===== src/design/rv_pkg.sv =====
// instruction kind and ALU enums, the tag width and the three pipeline stage structs
`default_nettype none

package rv_pkg;

    // every instruction carries a tag, a taken jump moves retire to the next tag
    localparam int TAG_W = 4;

    // supported instruction kinds
    // anything the decoder does not recognise becomes OP_NOP and flows through harmlessly
    typedef enum logic [3:0] {
        OP_NOP,
        OP_ALU,
        OP_ALUI,
        OP_LUI,
        OP_LW,
        OP_SW,
        OP_BEQ,
        OP_BNE,
        OP_JAL
    } op_e;

    // ALU functions, LUI and JAL reuse ADD with a zero operand
    typedef enum logic [2:0] {
        ADD,
        SUB,
        AND,
        OR,
        XOR,
        SLT,
        SLL,
        SRL
    } alu_e;

    // fetch to decode, the instruction word itself comes straight from memory
    typedef struct packed {
        logic             valid;
        logic [31:0]      pc;
        logic [31:0]      npc;
        logic [TAG_W-1:0] tag;
    } fetch_s;

    // decode to execute, opc is the store data and rd is zero for non-writing ops
    typedef struct packed {
        logic             valid;
        logic [TAG_W-1:0] tag;
        op_e              op;
        alu_e             alu;
        logic [31:0]      opa;
        logic [31:0]      opb;
        logic [31:0]      opc;
        logic [31:0]      pc;
        logic [31:0]      imm;
        logic [4:0]       rd;
    } exec_s;

    // execute to retire
    // result is the ALU value, the link address or the memory address
    typedef struct packed {
        logic             valid;
        logic [TAG_W-1:0] tag;
        op_e              op;
        logic [31:0]      result;
        logic [31:0]      store_data;
        logic             jump;
        logic [31:0]      target;
        logic [4:0]       rd;
    } ret_s;

endpackage

`default_nettype wire

===== src/design/pucrs_rv.sv =====
// core top level connecting fetch, decoder, execute, retire and the register bank
`timescale 1ns/10ps
`default_nettype none

module pucrs_rv #(
    parameter logic [31:0] RESET_PC = 32'h0000_0000
) (
    input  logic        clk,
    input  logic        i_rst,
    input  logic [31:0] i_instruction,
    output logic [31:0] o_i_address,
    output logic        o_read,
    output logic [31:0] o_read_address,
    input  logic [31:0] i_data_in,
    output logic [31:0] o_data_out,
    output logic [31:0] o_write_address,
    output logic [3:0]  o_write
);

    // stage boundary registers
    rv_pkg::fetch_s fetch_q;
    rv_pkg::exec_s  exec_q;
    rv_pkg::ret_s   ret_q;

    // feedback from retire and the decoder
    logic                     stall;
    logic                     jump;
    logic [31:0]              new_pc;
    logic [rv_pkg::TAG_W-1:0] cur_tag;

    // register bank traffic
    logic [4:0]  reg_a;
    logic [4:0]  reg_b;
    logic [31:0] data_a;
    logic [31:0] data_b;
    logic        reg_we;
    logic [4:0]  reg_addr;
    logic [31:0] wr_data;

    fetch #(
        .RESET_PC(RESET_PC)
    ) fetch1 (
        .clk(clk), .i_rst(i_rst), .i_stall(stall), .i_jump(jump), .i_new_pc(new_pc),
        .i_cur_tag(cur_tag), .o_i_address(o_i_address), .o_fetch(fetch_q)
    );

    // the decoder sees both downstream structs to find pending writes
    decoder decoder1 (
        .clk(clk), .i_rst(i_rst), .i_fetch(fetch_q), .i_instruction(i_instruction),
        .i_data_a(data_a), .i_data_b(data_b), .i_ex_busy(exec_q), .i_ret_busy(ret_q),
        .o_reg_a(reg_a), .o_reg_b(reg_b), .o_stall(stall), .o_exec(exec_q)
    );

    execute execute1 (
        .clk(clk), .i_rst(i_rst), .i_exec(exec_q), .o_ret(ret_q),
        .o_read(o_read), .o_read_address(o_read_address)
    );

    retire retire1 (
        .clk(clk), .i_rst(i_rst), .i_ret(ret_q), .i_data_in(i_data_in),
        .o_reg_we(reg_we), .o_reg_addr(reg_addr), .o_wr_data(wr_data),
        .o_jump(jump), .o_new_pc(new_pc), .o_cur_tag(cur_tag),
        .o_write(o_write), .o_write_address(o_write_address), .o_data_out(o_data_out)
    );

    regbank regbank1 (
        .clk(clk), .i_rst(i_rst), .i_addr_a(reg_a), .i_addr_b(reg_b),
        .i_we(reg_we), .i_addr_w(reg_addr), .i_wr_data(wr_data),
        .o_data_a(data_a), .o_data_b(data_b)
    );

endmodule

`default_nettype wire


===== src/design/retire.sv =====
// tag filter, register write-back, load capture, store strobe and jump redirect
`timescale 1ns/10ps
`default_nettype none

module retire (
    input  logic                      clk,
    input  logic                      i_rst,
    input  rv_pkg::ret_s              i_ret,
    input  logic [31:0]               i_data_in,
    output logic                      o_reg_we,
    output logic [4:0]                o_reg_addr,
    output logic [31:0]               o_wr_data,
    output logic                      o_jump,
    output logic [31:0]               o_new_pc,
    output logic [rv_pkg::TAG_W-1:0]  o_cur_tag,
    output logic [3:0]                o_write,
    output logic [31:0]               o_write_address,
    output logic [31:0]               o_data_out
);

    logic [rv_pkg::TAG_W-1:0] cur_tag;
    logic                     act;

    // wrong-path instructions still carry the tag from before the last redirect
    assign act       = i_ret.valid && (i_ret.tag == cur_tag);
    assign o_cur_tag = cur_tag;

    always_ff @(posedge clk) begin
        o_reg_addr      <= i_ret.rd;
        o_write_address <= i_ret.result;
        o_data_out      <= i_ret.store_data;
        o_new_pc        <= i_ret.target;
        // load data shows up from memory during this cycle
        o_wr_data       <= (i_ret.op == rv_pkg::OP_LW) ? i_data_in : i_ret.result;

        // rd is already zero for stores, branches and no-ops
        o_reg_we <= act && (i_ret.rd != 5'd0);
        o_write  <= (act && i_ret.op == rv_pkg::OP_SW) ? 4'b1111 : 4'b0000;
        o_jump   <= act && i_ret.jump;
        if (act && i_ret.jump) begin
            cur_tag <= cur_tag + 1'b1;
        end

        if (i_rst) begin
            cur_tag  <= '0;
            o_reg_we <= 1'b0;
            o_write  <= 4'b0000;
            o_jump   <= 1'b0;
        end
    end

endmodule

`default_nettype wire


===== src/design/execute.sv =====
// ALU, branch compare, jump target and memory address, load strobe and execute-to-retire register
`timescale 1ns/10ps
`default_nettype none

module execute (
    input  logic           clk,
    input  logic           i_rst,
    input  rv_pkg::exec_s  i_exec,
    output rv_pkg::ret_s   o_ret,
    output logic           o_read,
    output logic [31:0]    o_read_address
);

    logic [31:0] alu_out;
    logic [31:0] addr;
    logic [31:0] target;
    logic        taken;
    logic        is_mem;

    always_comb begin
        case (i_exec.alu)
            rv_pkg::ADD: alu_out = i_exec.opa + i_exec.opb;
            rv_pkg::SUB: alu_out = i_exec.opa - i_exec.opb;
            rv_pkg::AND: alu_out = i_exec.opa & i_exec.opb;
            rv_pkg::OR:  alu_out = i_exec.opa | i_exec.opb;
            rv_pkg::XOR: alu_out = i_exec.opa ^ i_exec.opb;
            rv_pkg::SLT: alu_out = {31'd0, $signed(i_exec.opa) < $signed(i_exec.opb)};
            rv_pkg::SLL: alu_out = i_exec.opa << i_exec.opb[4:0];
            rv_pkg::SRL: alu_out = i_exec.opa >> i_exec.opb[4:0];
            default:     alu_out = i_exec.opa + i_exec.opb;
        endcase
    end

    // branches compare the two register operands, JAL is always taken
    always_comb begin
        case (i_exec.op)
            rv_pkg::OP_BEQ: taken = (i_exec.opa == i_exec.opb);
            rv_pkg::OP_BNE: taken = (i_exec.opa != i_exec.opb);
            rv_pkg::OP_JAL: taken = 1'b1;
            default:        taken = 1'b0;
        endcase
    end

    assign addr   = i_exec.opa + i_exec.imm;
    assign target = i_exec.pc + i_exec.imm;
    assign is_mem = (i_exec.op == rv_pkg::OP_LW) || (i_exec.op == rv_pkg::OP_SW);

    // the read goes out now so the word is on i_data_in while the load sits in retire
    assign o_read         = i_exec.valid && (i_exec.op == rv_pkg::OP_LW);
    assign o_read_address = addr;

    always_ff @(posedge clk) begin
        o_ret.valid      <= i_exec.valid;
        o_ret.tag        <= i_exec.tag;
        o_ret.op         <= i_exec.op;
        o_ret.rd         <= i_exec.rd;
        o_ret.store_data <= i_exec.opc;
        o_ret.jump       <= taken;
        o_ret.target     <= target;
        // JAL arrives with opa = pc+4 and opb = 0, so the ALU already gives the link value
        o_ret.result     <= is_mem ? addr : alu_out;

        if (i_rst) begin
            o_ret.valid <= 1'b0;
        end
    end

    // only word accesses exist, a misaligned address means a bad base or offset
    a_read_aligned: assert property (
        @(posedge clk) disable iff (i_rst) o_read |-> o_read_address[1:0] == 2'b00
    );

endmodule

`default_nettype wire


===== src/design/regbank.sv =====
// 31-entry register bank with two read ports and write-through bypass
`timescale 1ns/10ps
`default_nettype none

module regbank (
    input  logic        clk,
    input  logic        i_rst,
    input  logic [4:0]  i_addr_a,
    input  logic [4:0]  i_addr_b,
    input  logic        i_we,
    input  logic [4:0]  i_addr_w,
    input  logic [31:0] i_wr_data,
    output logic [31:0] o_data_a,
    output logic [31:0] o_data_b
);

    logic [31:0] regs [1:31];

    // x0 is hardwired, a register written this cycle returns its new value
    function automatic logic [31:0] read_port(input logic [4:0] addr);
        if (addr == 5'd0) begin
            return 32'd0;
        end
        if (i_we && addr == i_addr_w) begin
            return i_wr_data;
        end
        return regs[addr];
    endfunction

    always_comb begin
        o_data_a = read_port(i_addr_a);
        o_data_b = read_port(i_addr_b);
    end

    always_ff @(posedge clk) begin
        if (i_rst) begin
            for (int i = 1; i < 32; i++) begin
                regs[i] <= 32'd0;
            end
        end else if (i_we && i_addr_w != 5'd0) begin
            regs[i_addr_w] <= i_wr_data;
        end
    end

    // decode zeroes rd for x0 destinations, so retire never asks for this write
    a_no_x0_write: assert property (
        @(posedge clk) disable iff (i_rst) i_we |-> i_addr_w != 5'd0
    );

endmodule

`default_nettype wire


===== src/design/decoder.sv =====
// RV32I subset decoder with immediates, operand selection, RAW stall and decode-to-execute register
`timescale 1ns/10ps
`default_nettype none

module decoder (
    input  logic            clk,
    input  logic            i_rst,
    input  rv_pkg::fetch_s  i_fetch,
    input  logic [31:0]     i_instruction,
    input  logic [31:0]     i_data_a,
    input  logic [31:0]     i_data_b,
    input  rv_pkg::exec_s   i_ex_busy,
    input  rv_pkg::ret_s    i_ret_busy,
    output logic [4:0]      o_reg_a,
    output logic [4:0]      o_reg_b,
    output logic            o_stall,
    output rv_pkg::exec_s   o_exec
);

    logic [31:0]  instr_q;
    logic [6:0]   opcode;
    logic [2:0]   funct3;
    logic [4:0]   rs1;
    logic [4:0]   rs2;
    logic [31:0]  imm_i;
    logic [31:0]  imm_s;
    logic [31:0]  imm_b;
    logic [31:0]  imm_j;
    logic [31:0]  imm_u;
    logic [31:0]  imm;
    rv_pkg::op_e  op;
    rv_pkg::alu_e alu;
    rv_pkg::alu_e alu_f3;
    logic         use_a;
    logic         use_b;
    logic         haz_a;
    logic         haz_b;
    logic [4:0]   rd;

    // the fetched word is held here in step with the fetch register
    assign opcode = instr_q[6:0];
    assign funct3 = instr_q[14:12];
    assign rs1    = instr_q[19:15];
    assign rs2    = instr_q[24:20];

    assign o_reg_a = rs1;
    assign o_reg_b = rs2;

    assign imm_i = {{20{instr_q[31]}}, instr_q[31:20]};
    assign imm_s = {{20{instr_q[31]}}, instr_q[31:25], instr_q[11:7]};
    assign imm_b = {{19{instr_q[31]}}, instr_q[31], instr_q[7], instr_q[30:25],
                    instr_q[11:8], 1'b0};
    assign imm_j = {{11{instr_q[31]}}, instr_q[31], instr_q[19:12], instr_q[20],
                    instr_q[30:21], 1'b0};
    assign imm_u = {instr_q[31:12], 12'h000};

    // funct3 mapping shared by the register and immediate ALU forms
    always_comb begin
        case (funct3)
            3'b001:  alu_f3 = rv_pkg::SLL;
            3'b010:  alu_f3 = rv_pkg::SLT;
            3'b100:  alu_f3 = rv_pkg::XOR;
            3'b101:  alu_f3 = rv_pkg::SRL;
            3'b110:  alu_f3 = rv_pkg::OR;
            3'b111:  alu_f3 = rv_pkg::AND;
            default: alu_f3 = rv_pkg::ADD;
        endcase
    end

    always_comb begin
        op    = rv_pkg::OP_NOP;
        alu   = rv_pkg::ADD;
        imm   = imm_i;
        use_a = 1'b0;
        use_b = 1'b0;
        case (opcode)
            7'b0110011: begin
                // SLTU, SRA and any other funct7 variant fall back to a no-op
                use_a = 1'b1;
                use_b = 1'b1;
                alu   = (funct3 == 3'b000 && instr_q[30]) ? rv_pkg::SUB : alu_f3;
                if (funct3 != 3'b011 && !(instr_q[30] && funct3 != 3'b000)) begin
                    op = rv_pkg::OP_ALU;
                end
            end
            7'b0010011: begin
                use_a = 1'b1;
                alu   = alu_f3;
                if (funct3 != 3'b011 && !(funct3 == 3'b101 && instr_q[30])) begin
                    op = rv_pkg::OP_ALUI;
                end
            end
            7'b0110111: begin
                op  = rv_pkg::OP_LUI;
                imm = imm_u;
            end
            7'b0000011: begin
                use_a = 1'b1;
                op    = (funct3 == 3'b010) ? rv_pkg::OP_LW : rv_pkg::OP_NOP;
            end
            7'b0100011: begin
                use_a = 1'b1;
                use_b = 1'b1;
                imm   = imm_s;
                op    = (funct3 == 3'b010) ? rv_pkg::OP_SW : rv_pkg::OP_NOP;
            end
            7'b1100011: begin
                use_a = 1'b1;
                use_b = 1'b1;
                imm   = imm_b;
                if (funct3 == 3'b000) begin
                    op = rv_pkg::OP_BEQ;
                end else if (funct3 == 3'b001) begin
                    op = rv_pkg::OP_BNE;
                end
            end
            7'b1101111: begin
                op  = rv_pkg::OP_JAL;
                imm = imm_j;
            end
            default: op = rv_pkg::OP_NOP;
        endcase
    end

    // only writing instructions keep their rd, so a nonzero rd downstream means a pending write
    always_comb begin
        case (op)
            rv_pkg::OP_ALU, rv_pkg::OP_ALUI, rv_pkg::OP_LUI, rv_pkg::OP_LW,
            rv_pkg::OP_JAL: rd = instr_q[11:7];
            default:        rd = 5'd0;
        endcase
    end

    // read-after-write against execute and retire
    // once the producer leaves retire the write-through bank covers it
    assign haz_a = use_a && (rs1 != 5'd0) &&
                   ((i_ex_busy.valid && i_ex_busy.rd == rs1) ||
                    (i_ret_busy.valid && i_ret_busy.rd == rs1));
    assign haz_b = use_b && (rs2 != 5'd0) &&
                   ((i_ex_busy.valid && i_ex_busy.rd == rs2) ||
                    (i_ret_busy.valid && i_ret_busy.rd == rs2));
    assign o_stall = i_fetch.valid && (haz_a || haz_b);

    always_ff @(posedge clk) begin
        if (!o_stall) begin
            instr_q <= i_instruction;
        end

        // a stall sends a bubble down while fetch and instr_q hold
        o_exec.valid <= i_fetch.valid && !o_stall;
        o_exec.tag   <= i_fetch.tag;
        o_exec.op    <= op;
        o_exec.alu   <= alu;
        o_exec.pc    <= i_fetch.pc;
        o_exec.imm   <= imm;
        o_exec.rd    <= rd;
        o_exec.opc   <= i_data_b;

        // LUI adds its immediate to zero and JAL passes npc through as the link value
        if (op == rv_pkg::OP_LUI) begin
            o_exec.opa <= 32'd0;
        end else if (op == rv_pkg::OP_JAL) begin
            o_exec.opa <= i_fetch.npc;
        end else begin
            o_exec.opa <= i_data_a;
        end
        if (op == rv_pkg::OP_ALUI || op == rv_pkg::OP_LUI) begin
            o_exec.opb <= imm;
        end else if (op == rv_pkg::OP_JAL) begin
            o_exec.opb <= 32'd0;
        end else begin
            o_exec.opb <= i_data_b;
        end

        if (i_rst) begin
            o_exec.valid <= 1'b0;
        end
    end

    // the bubbles a stall sends down let the producers drain within two cycles
    a_stall_bounded: assert property (
        @(posedge clk) disable iff (i_rst) o_stall ##1 o_stall |=> !o_stall
    );

endmodule

`default_nettype wire


===== src/design/fetch.sv =====
// program counter with jump redirect and stall hold, and the fetch-to-decode register
`timescale 1ns/10ps
`default_nettype none

module fetch #(
    parameter logic [31:0] RESET_PC = 32'h0000_0000
) (
    input  logic                         clk,
    input  logic                         i_rst,
    input  logic                         i_stall,
    input  logic                         i_jump,
    input  logic [31:0]                  i_new_pc,
    input  logic [rv_pkg::TAG_W-1:0]     i_cur_tag,
    output logic [31:0]                  o_i_address,
    output rv_pkg::fetch_s               o_fetch
);

    logic [31:0] pc;
    logic [31:0] pc_plus4;

    // memory answers combinationally, so the word for pc arrives in this same cycle
    assign o_i_address = pc;
    assign pc_plus4    = pc + 32'd4;

    always_ff @(posedge clk) begin
        // a redirect from retire wins over a decoder stall
        if (i_jump) begin
            pc <= i_new_pc;
        end else if (!i_stall) begin
            pc <= pc_plus4;
        end

        // the word fetched while the redirect is visible is on the wrong path
        // retire has already moved to the new tag, so it is killed here instead
        if (i_jump || !i_stall) begin
            o_fetch.valid <= !i_jump;
            o_fetch.pc    <= pc;
            o_fetch.npc   <= pc_plus4;
            o_fetch.tag   <= i_cur_tag;
        end

        if (i_rst) begin
            pc            <= RESET_PC;
            o_fetch.valid <= 1'b0;
        end
    end

endmodule

`default_nettype wire


===== config.mk =====
export PLATFORM = sky130hd
export DESIGN_NAME = pucrs_rv
export DESIGN_NICKNAME = d
export VERILOG_FILES = /design/src/design/rv_pkg.sv /design/src/design/pucrs_rv.sv /design/src/design/retire.sv /design/src/design/execute.sv /design/src/design/regbank.sv /design/src/design/decoder.sv /design/src/design/fetch.sv
export SDC_FILE = /design/constraint.sdc
export NUM_CORES = 2
export LEC_CHECK = 0
export BUFFER_PORTS_ARGS = -buffer_cell sky130_fd_sc_hd__buf_2
export CAP_MARGIN = 5
export CORE_MARGIN = 8
export CORE_UTILIZATION = 45
export CTS_BUF_LIST = sky130_fd_sc_hd__clkbuf_4 sky130_fd_sc_hd__clkbuf_8
export CTS_CLUSTER_DIAMETER = 40
export DETAILED_ROUTE_END_ITERATION = 16
export GPL_TIMING_DRIVEN = 0
export SLEW_MARGIN = 10
export SYNTH_ARGS = -nofsm -noshare
export SYNTH_HDL_FRONTEND = slang
export SYNTH_SLANG_ARGS = --single-unit
export TNS_END_PERCENT = 10

===== constraint.sdc =====
create_clock -name clk -period 5.74 [get_ports clk]
set_input_delay 0.574 -clock clk [delete_from_list [all_inputs] [get_ports clk]]
set_output_delay 0.574 -clock clk [all_outputs]
set_load 0.02 [all_outputs]

# Yosys cells after proc, flatten, opt, wreduce, memory -nomap -nowiden
# Memories as Yosys holds them, arrays and structs flattened. A register that Yosys moved wholly into a read port is not among the register bits.
# Index checks and enable logic that the tools add are counted.
[word_totals]
regBits = 564
mem_bits_rw = 992
inputBits = 66
output_inout_bits = 133
elab_cells = 182
mem_count = 1
[memory_table]
columns = ["memory", "depth", "word_bits", "read_ports", "rd_clocked_by_memory_dff", "wr", "line", "rtl"]
rows = [
  ["regbank1.regs", 31, 32, 2, 2, 31, "regbank.sv:17", "logic [31:0] regs [1:31];"],
]
[classes]
addsub = 6
order_cmp = 1
n_eq_ne = 43
shift = 2
muxes = 47
n_bitwise = 3
n_reduce_logical = 46
[op_table]
columns = ["op", "count"]
rows = [
  ["$mux W32", 16],
  ["$pmux W32 S8", 1],
  ["$pmux W31 S4", 1],
  ["$add A32 B32 Y32", 3],
  ["$add A32 B3 Y32 const B", 1],
  ["$and A32 B32 Y32", 1],
  ["$eq A32 B32 Y1", 1],
  ["$lt A32 B32 Y1", 1],
  ["$ne A32 B32 Y1", 1],
  ["$or A32 B32 Y32", 1],
  ["$reduce_or A32 Y1", 1],
  ["$shl A32 B5 Y32", 1],
  ["$shr A32 B5 Y32", 1],
  ["$sub A32 B32 Y32", 1],
  ["$xor A32 B32 Y32", 1],
  ["$eq A5 B5 Y1", 6],
  ["$eq A4 B3 Y1 const B", 7],
  ["$pmux W4 S7", 1],
  ["$eq A3 B3 Y1 const B", 8],
  ["$logic_and A1 B1 Y1", 23],
  ["$eq A7 B6 Y1 const B", 3],
  ["$reduce_bool A5 Y1", 4],
  ["$pmux W3 S6", 1],
  ["$mux W1", 15],
  ["25 further kinds", 48],
]

# Logic depth before layout (Yosys ltp)
[depth]
word_depth = 9
depth_mapped = 15
mapped_depth_nobuf = 13

# Cells and area by module
# Synthesis repeated with hierarchy kept, for this count alone.
[hier_totals]
cells_unflattened = 6693
area_unflattened_um2 = 82206.3
[by_module_without_submodules]
columns = ["mod", "instances", "cells_each", "area_per_inst_um2", "seq_area_each_um2"]
rows = [
  ["regbank", 1, 3740, 54802.6, 30749.5],
  ["execute", 1, 1815, 13242.7, 2222.1],
  ["decoder", 1, 577, 6477.5, 4504.3],
  ["fetch", 1, 347, 4189.0, 2642.5],
  ["retire", 1, 214, 3494.6, 2802.7],
]

# Worst setup path after synthesis
# No wires, ideal clock.
[synth_path]
path_kind = "flip-flop to flip-flop"
start = "reg decoder1.instr_q[23]"
end = "reg fetch1.o_fetch[0] (netlist bit) (enable)"
setup_ns = 0.435
arrival_time_ns = 3.862
required_time_ns = 5.305
setup_slack_ns = 1.443
stages_incl_launch_ff = 9
path_buffers = 3
synth_period_minus_slack_ns = 4.297
cell_sequence = "edfxtp_1 buf_2 or4_1 o22ai_1 a21oi_1 o21ai_1 buf_4 buf_2 nand2b_1"
[synth_between]
elab_chain_cells = 8
word_cells_on_any_way = 12
cone_classes = "2 x eq/ne; 10 x reduce/logical"
[synth_rtl]
columns = ["item", "line", "rtl"]
rows = [
  ["from (decl)", "decoder.sv:20", "logic [31:0] instr_q;"],
  ["from (signal assigned)", "decoder.sv:146", "instr_q <= i_instruction;"],
  ["$eq A5 B5 Y1 (on tied branches)", "decoder.sv:140, decoder.sv:141", ""],
  ["$logic_and A1 B1 Y1 (on tied branches)", "decoder.sv:140, decoder.sv:141", ""],
  ["$logic_or A1 B1 Y1", "decoder.sv:140", "((i_ex_busy.valid && i_ex_busy.rd == rs2) ||"],
  ["$logic_and A1 B1 Y1 (*)", "decoder.sv:139", "assign haz_b = use_b && (rs2 != 5'd0) &&"],
  ["$logic_or A1 B1 Y1 (*)", "decoder.sv:142", "assign o_stall = i_fetch.valid && (haz_a || haz_b);"],
  ["$logic_and A1 B1 Y1 (*)", "decoder.sv:142", ""],
  ["$logic_not A1 Y1 (*)", "--", ""],
  ["$logic_or A1 B1 Y1 (*)", "fetch.sv:35", "if (i_jump || !i_stall) begin"],
  ["to (decl)", "fetch.sv:15", "output rv_pkg::fetch_s o_fetch"],
]
# Mark *: on every way between the ends. The rest lies on a longest branch, timed or not.
# A chain may end at the register's enable or synchronous reset.

# Worst setup path after layout
[layout_path]
start = "reg decoder1.o_exec[104] (netlist bit)"
end = "reg execute1.o_ret[90] (netlist bit)"
[layout_between]
elab_chain_cells = 3
word_cells_on_any_way = 6
cone_classes = "2 x add/sub; 2 x shift; 2 x mux"
[layout_rtl]
columns = ["item", "line", "rtl"]
rows = [
  ["from (decl)", "decoder.sv:17", "output rv_pkg::exec_s o_exec"],
  ["$sub A32 B32 Y32 (tied with other cells)", "execute.sv:23", "rv_pkg::SUB: alu_out = i_exec.opa - i_exec.opb;"],
  ["$pmux W32 S8 (*)", "execute.sv:21", "case (i_exec.alu)"],
  ["$mux W32 (*)", "execute.sv:61", "o_ret.result <= is_mem ? addr : alu_out;"],
  ["to (decl)", "execute.sv:9", "output rv_pkg::ret_s o_ret,"],
]
# Marked as above.

==> run metrics <==
outcome=complete, but fails checks; failing checks=setup timing; Ports=199; GRT busiest layer=met2; Max Cap Viol=0; hold crit path type=in -> reg; M3 GR Usage=0.0571; power density over the cells=356 nW/um^2; total placed cells including tap cells=8978; slack of the worst reg-to-reg path=-0.07 ns; WP data arrival=6.65 ns; fin. max-slew vios=0; Crit. End Element=flip-flop; initial antenna violation count=27; area leader, netlist=edfxtp_1; mapped cell area=82800 um^2; TritonCTS clock tree=yes; Yosys top cell area share=0.407; fin crit period=5.81 ns; grt total ovfl=0; Post-synth EDFFs=1122; Worst Path Required=6.59 ns; Leak=35.7 nW; Final ANT Viol Nets=0; drc violations=0; synthesis warning total=0; post-CTS setup buffer count=0; Die Area=198000 um^2; share of layout cells above drive strength 1=0.225; top post-synthesis cells by area=edfxtp_1 (41%), mux4_2 (18%), dfxtp_1 (11%), and2_1 (7.6%), ha_1 (2.4%); Starting DRT DRC Count=6559; first-pass GRT wire length=433 mm; total power=33.4 mW; CTS Buf Count=303; startpoint types=flip-flop; final RePlAce weighted congestion=1.02; worst vdd ir=0.000257 V; Starting Density=0.452; Final setup viols=1; Via density=6.03; Setup TNS=-0.0664 ns; Final Non-Filler Cells=9562; crit path max fanout=11; Cell Rows=157; Top FF cell, synth=edfxtp_1; worst hold slack=0.179 ns; area grow syn2layout=13.4%; final hold violation count=0; Max-Slew Margin vs Limit=0.0328; Max Fclk=172 MHz; core box area=183000 um^2; Die Width=445 um; routed wire length=313 mm; Total GRT Usage=0.308; met2 usage=0.508; Post-DP HPWL=252 mm; clock buffer depth=4; Layout Nets=7115; Clock Latency Late Sink=1.05 ns; fillers=15900; H-Tree Depth=5; clk root buf=clkbuf_8; fin crit share=1.01; setup ws final=-0.0664 ns; Setup CP Type=reg -> reg; Async S/R FF share, synth=0; mean post-synth cell area=13.2 um^2; Synth Register Bits=1593; pin count of the biggest net entering global routing=48; sequential fraction of the synthesis area=0.521; FF/Latch Area=43100 um^2; Yosys cell types=102; Reg clk slew, reported paths=0.06 ns; PortBufs=197; die height=445 um; vias=57700; Post-Route Skew=0.0808 ns; GR Layer Usage met1=0.386; first-pass iteration count of the detailed router=5; multi-input combinational cell area=37100 um^2; Least-Margin Pin Slew=1.45 ns; WL per Instance=32.8 um; Post-Synthesis Cells=6284; vias in the first global route=57700; TritonCTS sink count=1593
## synthesized netlist by cell type, drive strengths merged (9+ instances only)
cell / count
edfxtp: 1122
and2: 1004
mux4: 683
dfxtp: 471
nor2: 403
clkbuf: 387
a21oi: 289
nand2: 219
ha: 161
o21ai: 157
inv: 152
buf: 147
mux2i: 134
xor2: 84
xnor2: 81
a211oi: 61
nand3: 60
nor3: 56
mux2: 53
a21o: 47
o22ai: 46
or2: 42
o21a: 31
nor2b: 29
o211ai: 27
and3: 26
o21bai: 24
nand2b: 22
nand4: 18
a31oi: 16
o31ai: 16
or3: 16
a221oi: 14
nand3b: 12
nor4: 12
o221ai: 9
## final timing paths
kind	start	depth (start not counted)	to
worst min-delay path	i_rst	2	execute1.o_ret[110]
worst max-delay path	decoder1.o_exec[104]	13	execute1.o_ret[90]
worst min register to register	execute1.o_ret[16]	0	retire1.o_new_pc[11]
worst max register to register	decoder1.o_exec[104]	13	execute1.o_ret[90]
## flip-flops by register name, indices dropped and copies added, names as in the netlist, named ones only
name                     count
regbank1.regs             1024
decoder1.o_exec            177
execute1.o_ret             111
fetch1.o_fetch              67
decoder1.instr_q            32
fetch1.o_i_address          32
retire1.o_data_out          32
retire1.o_new_pc            32
retire1.o_wr_data           32
retire1.o_write_address     32
retire1.o_reg_addr           5
retire1.o_cur_tag            4
retire1.o_jump               1
retire1.o_reg_we             1
retire1.o_write              1
## report_power, final
part / internal [mW] / switching, mW / total [mW]
combinational: 2.42 / 4.88 / 7.30
clock: 6.71 / 4.91 / 11.6
sequential: 13.2 / 1.29 / 14.5
## area by class of cell
cell class / count / area share
clock inverters: 118 / 0.0126
diodes: 8 / 0.000213
clock buffers: 393 / 0.0531
flip-flops and latches: 1593 / 0.459
well taps: 2464 / 0.0328
inverters: 154 / 0.00615
multi-input cells: 4034 / 0.395
plain buffers: 534 / 0.0235
repair buffers: 264 / 0.0178
## critical path, cell delays in order, from the launching register on
cell and delay (ns):
dfxtp_1 0.50, inv_1 0.26, buf_1 0.66, buf_1 0.77, ha_1 0.52, nor2_1 0.27
o21ai_0 0.19, a31oi_1 0.30, o22ai_1 0.20, o21ai_1 0.60, a21oi_1 0.19, o21ai_1 0.17
a211oi_1 0.10, a211oi_1 0.83
## cells by family after synthesis
group | after synthesis | share of synthesized area
muxes | 870 | 0.209
other | 1 | 0.0000453
adders and majority gates | 165 | 0.0253
DFF | 1593 | 0.521
xor gates and xnor gates | 165 | 0.0174
and+or+nand+nor | 1949 | 0.128
buffers and inverters | 688 | 0.0335
AOI/OAI and AO/OA | 853 | 0.0660
## layer usage
metal | vias up | share of wire
met5 | - | 0.00035
met4 | 18 | 0.066
li1 | 24700 | -
met3 | 737 | 0.079
met2 | 2922 | 0.48
met1 | 29300 | 0.38
## through the flow
step                      worst slack, ns  utilization  cell area, um^2
final                             -0.0664        0.513            94000
after global routing            -0.000639        0.513            93900
after CTS                         0.00434        0.513            93900
after detailed placement            0.236        0.476            87100
after global placement             -0.466        0.475            87000
after floorplan                      1.44            -            83000
## what timing repair did
action | in CTS | in global routing
setup endpoints to repair | 5 | 4
gates resized for setup | 4 | 2
hold buffers | 64 | 0
hold endpoints to repair | 74 | 0
cloned | 0 | 0
## layout by cell type, fill, tap and decap left out, types with 67 or more instances in the layout
| cell type | instances |
|---|---|
| mux4_2 | 678 |
| xor2_1 | 84 |
| nand2_1 | 219 |
| a21oi_1 | 287 |
| clkbuf_8 | 326 |
| ha_1 | 161 |
| o21ai_0 | 135 |
| buf_2 | 293 |
| and2_1 | 1004 |
| inv_1 | 150 |
| nor2_1 | 399 |
| edfxtp_1 | 1122 |
| xnor2_1 | 81 |
| clkbuf_1 | 384 |
| dfxtp_1 | 469 |
| mux2i_1 | 134 |
| clkbuf_4 | 67 |
Note: power is estimated with default switching activity, not from simulation.
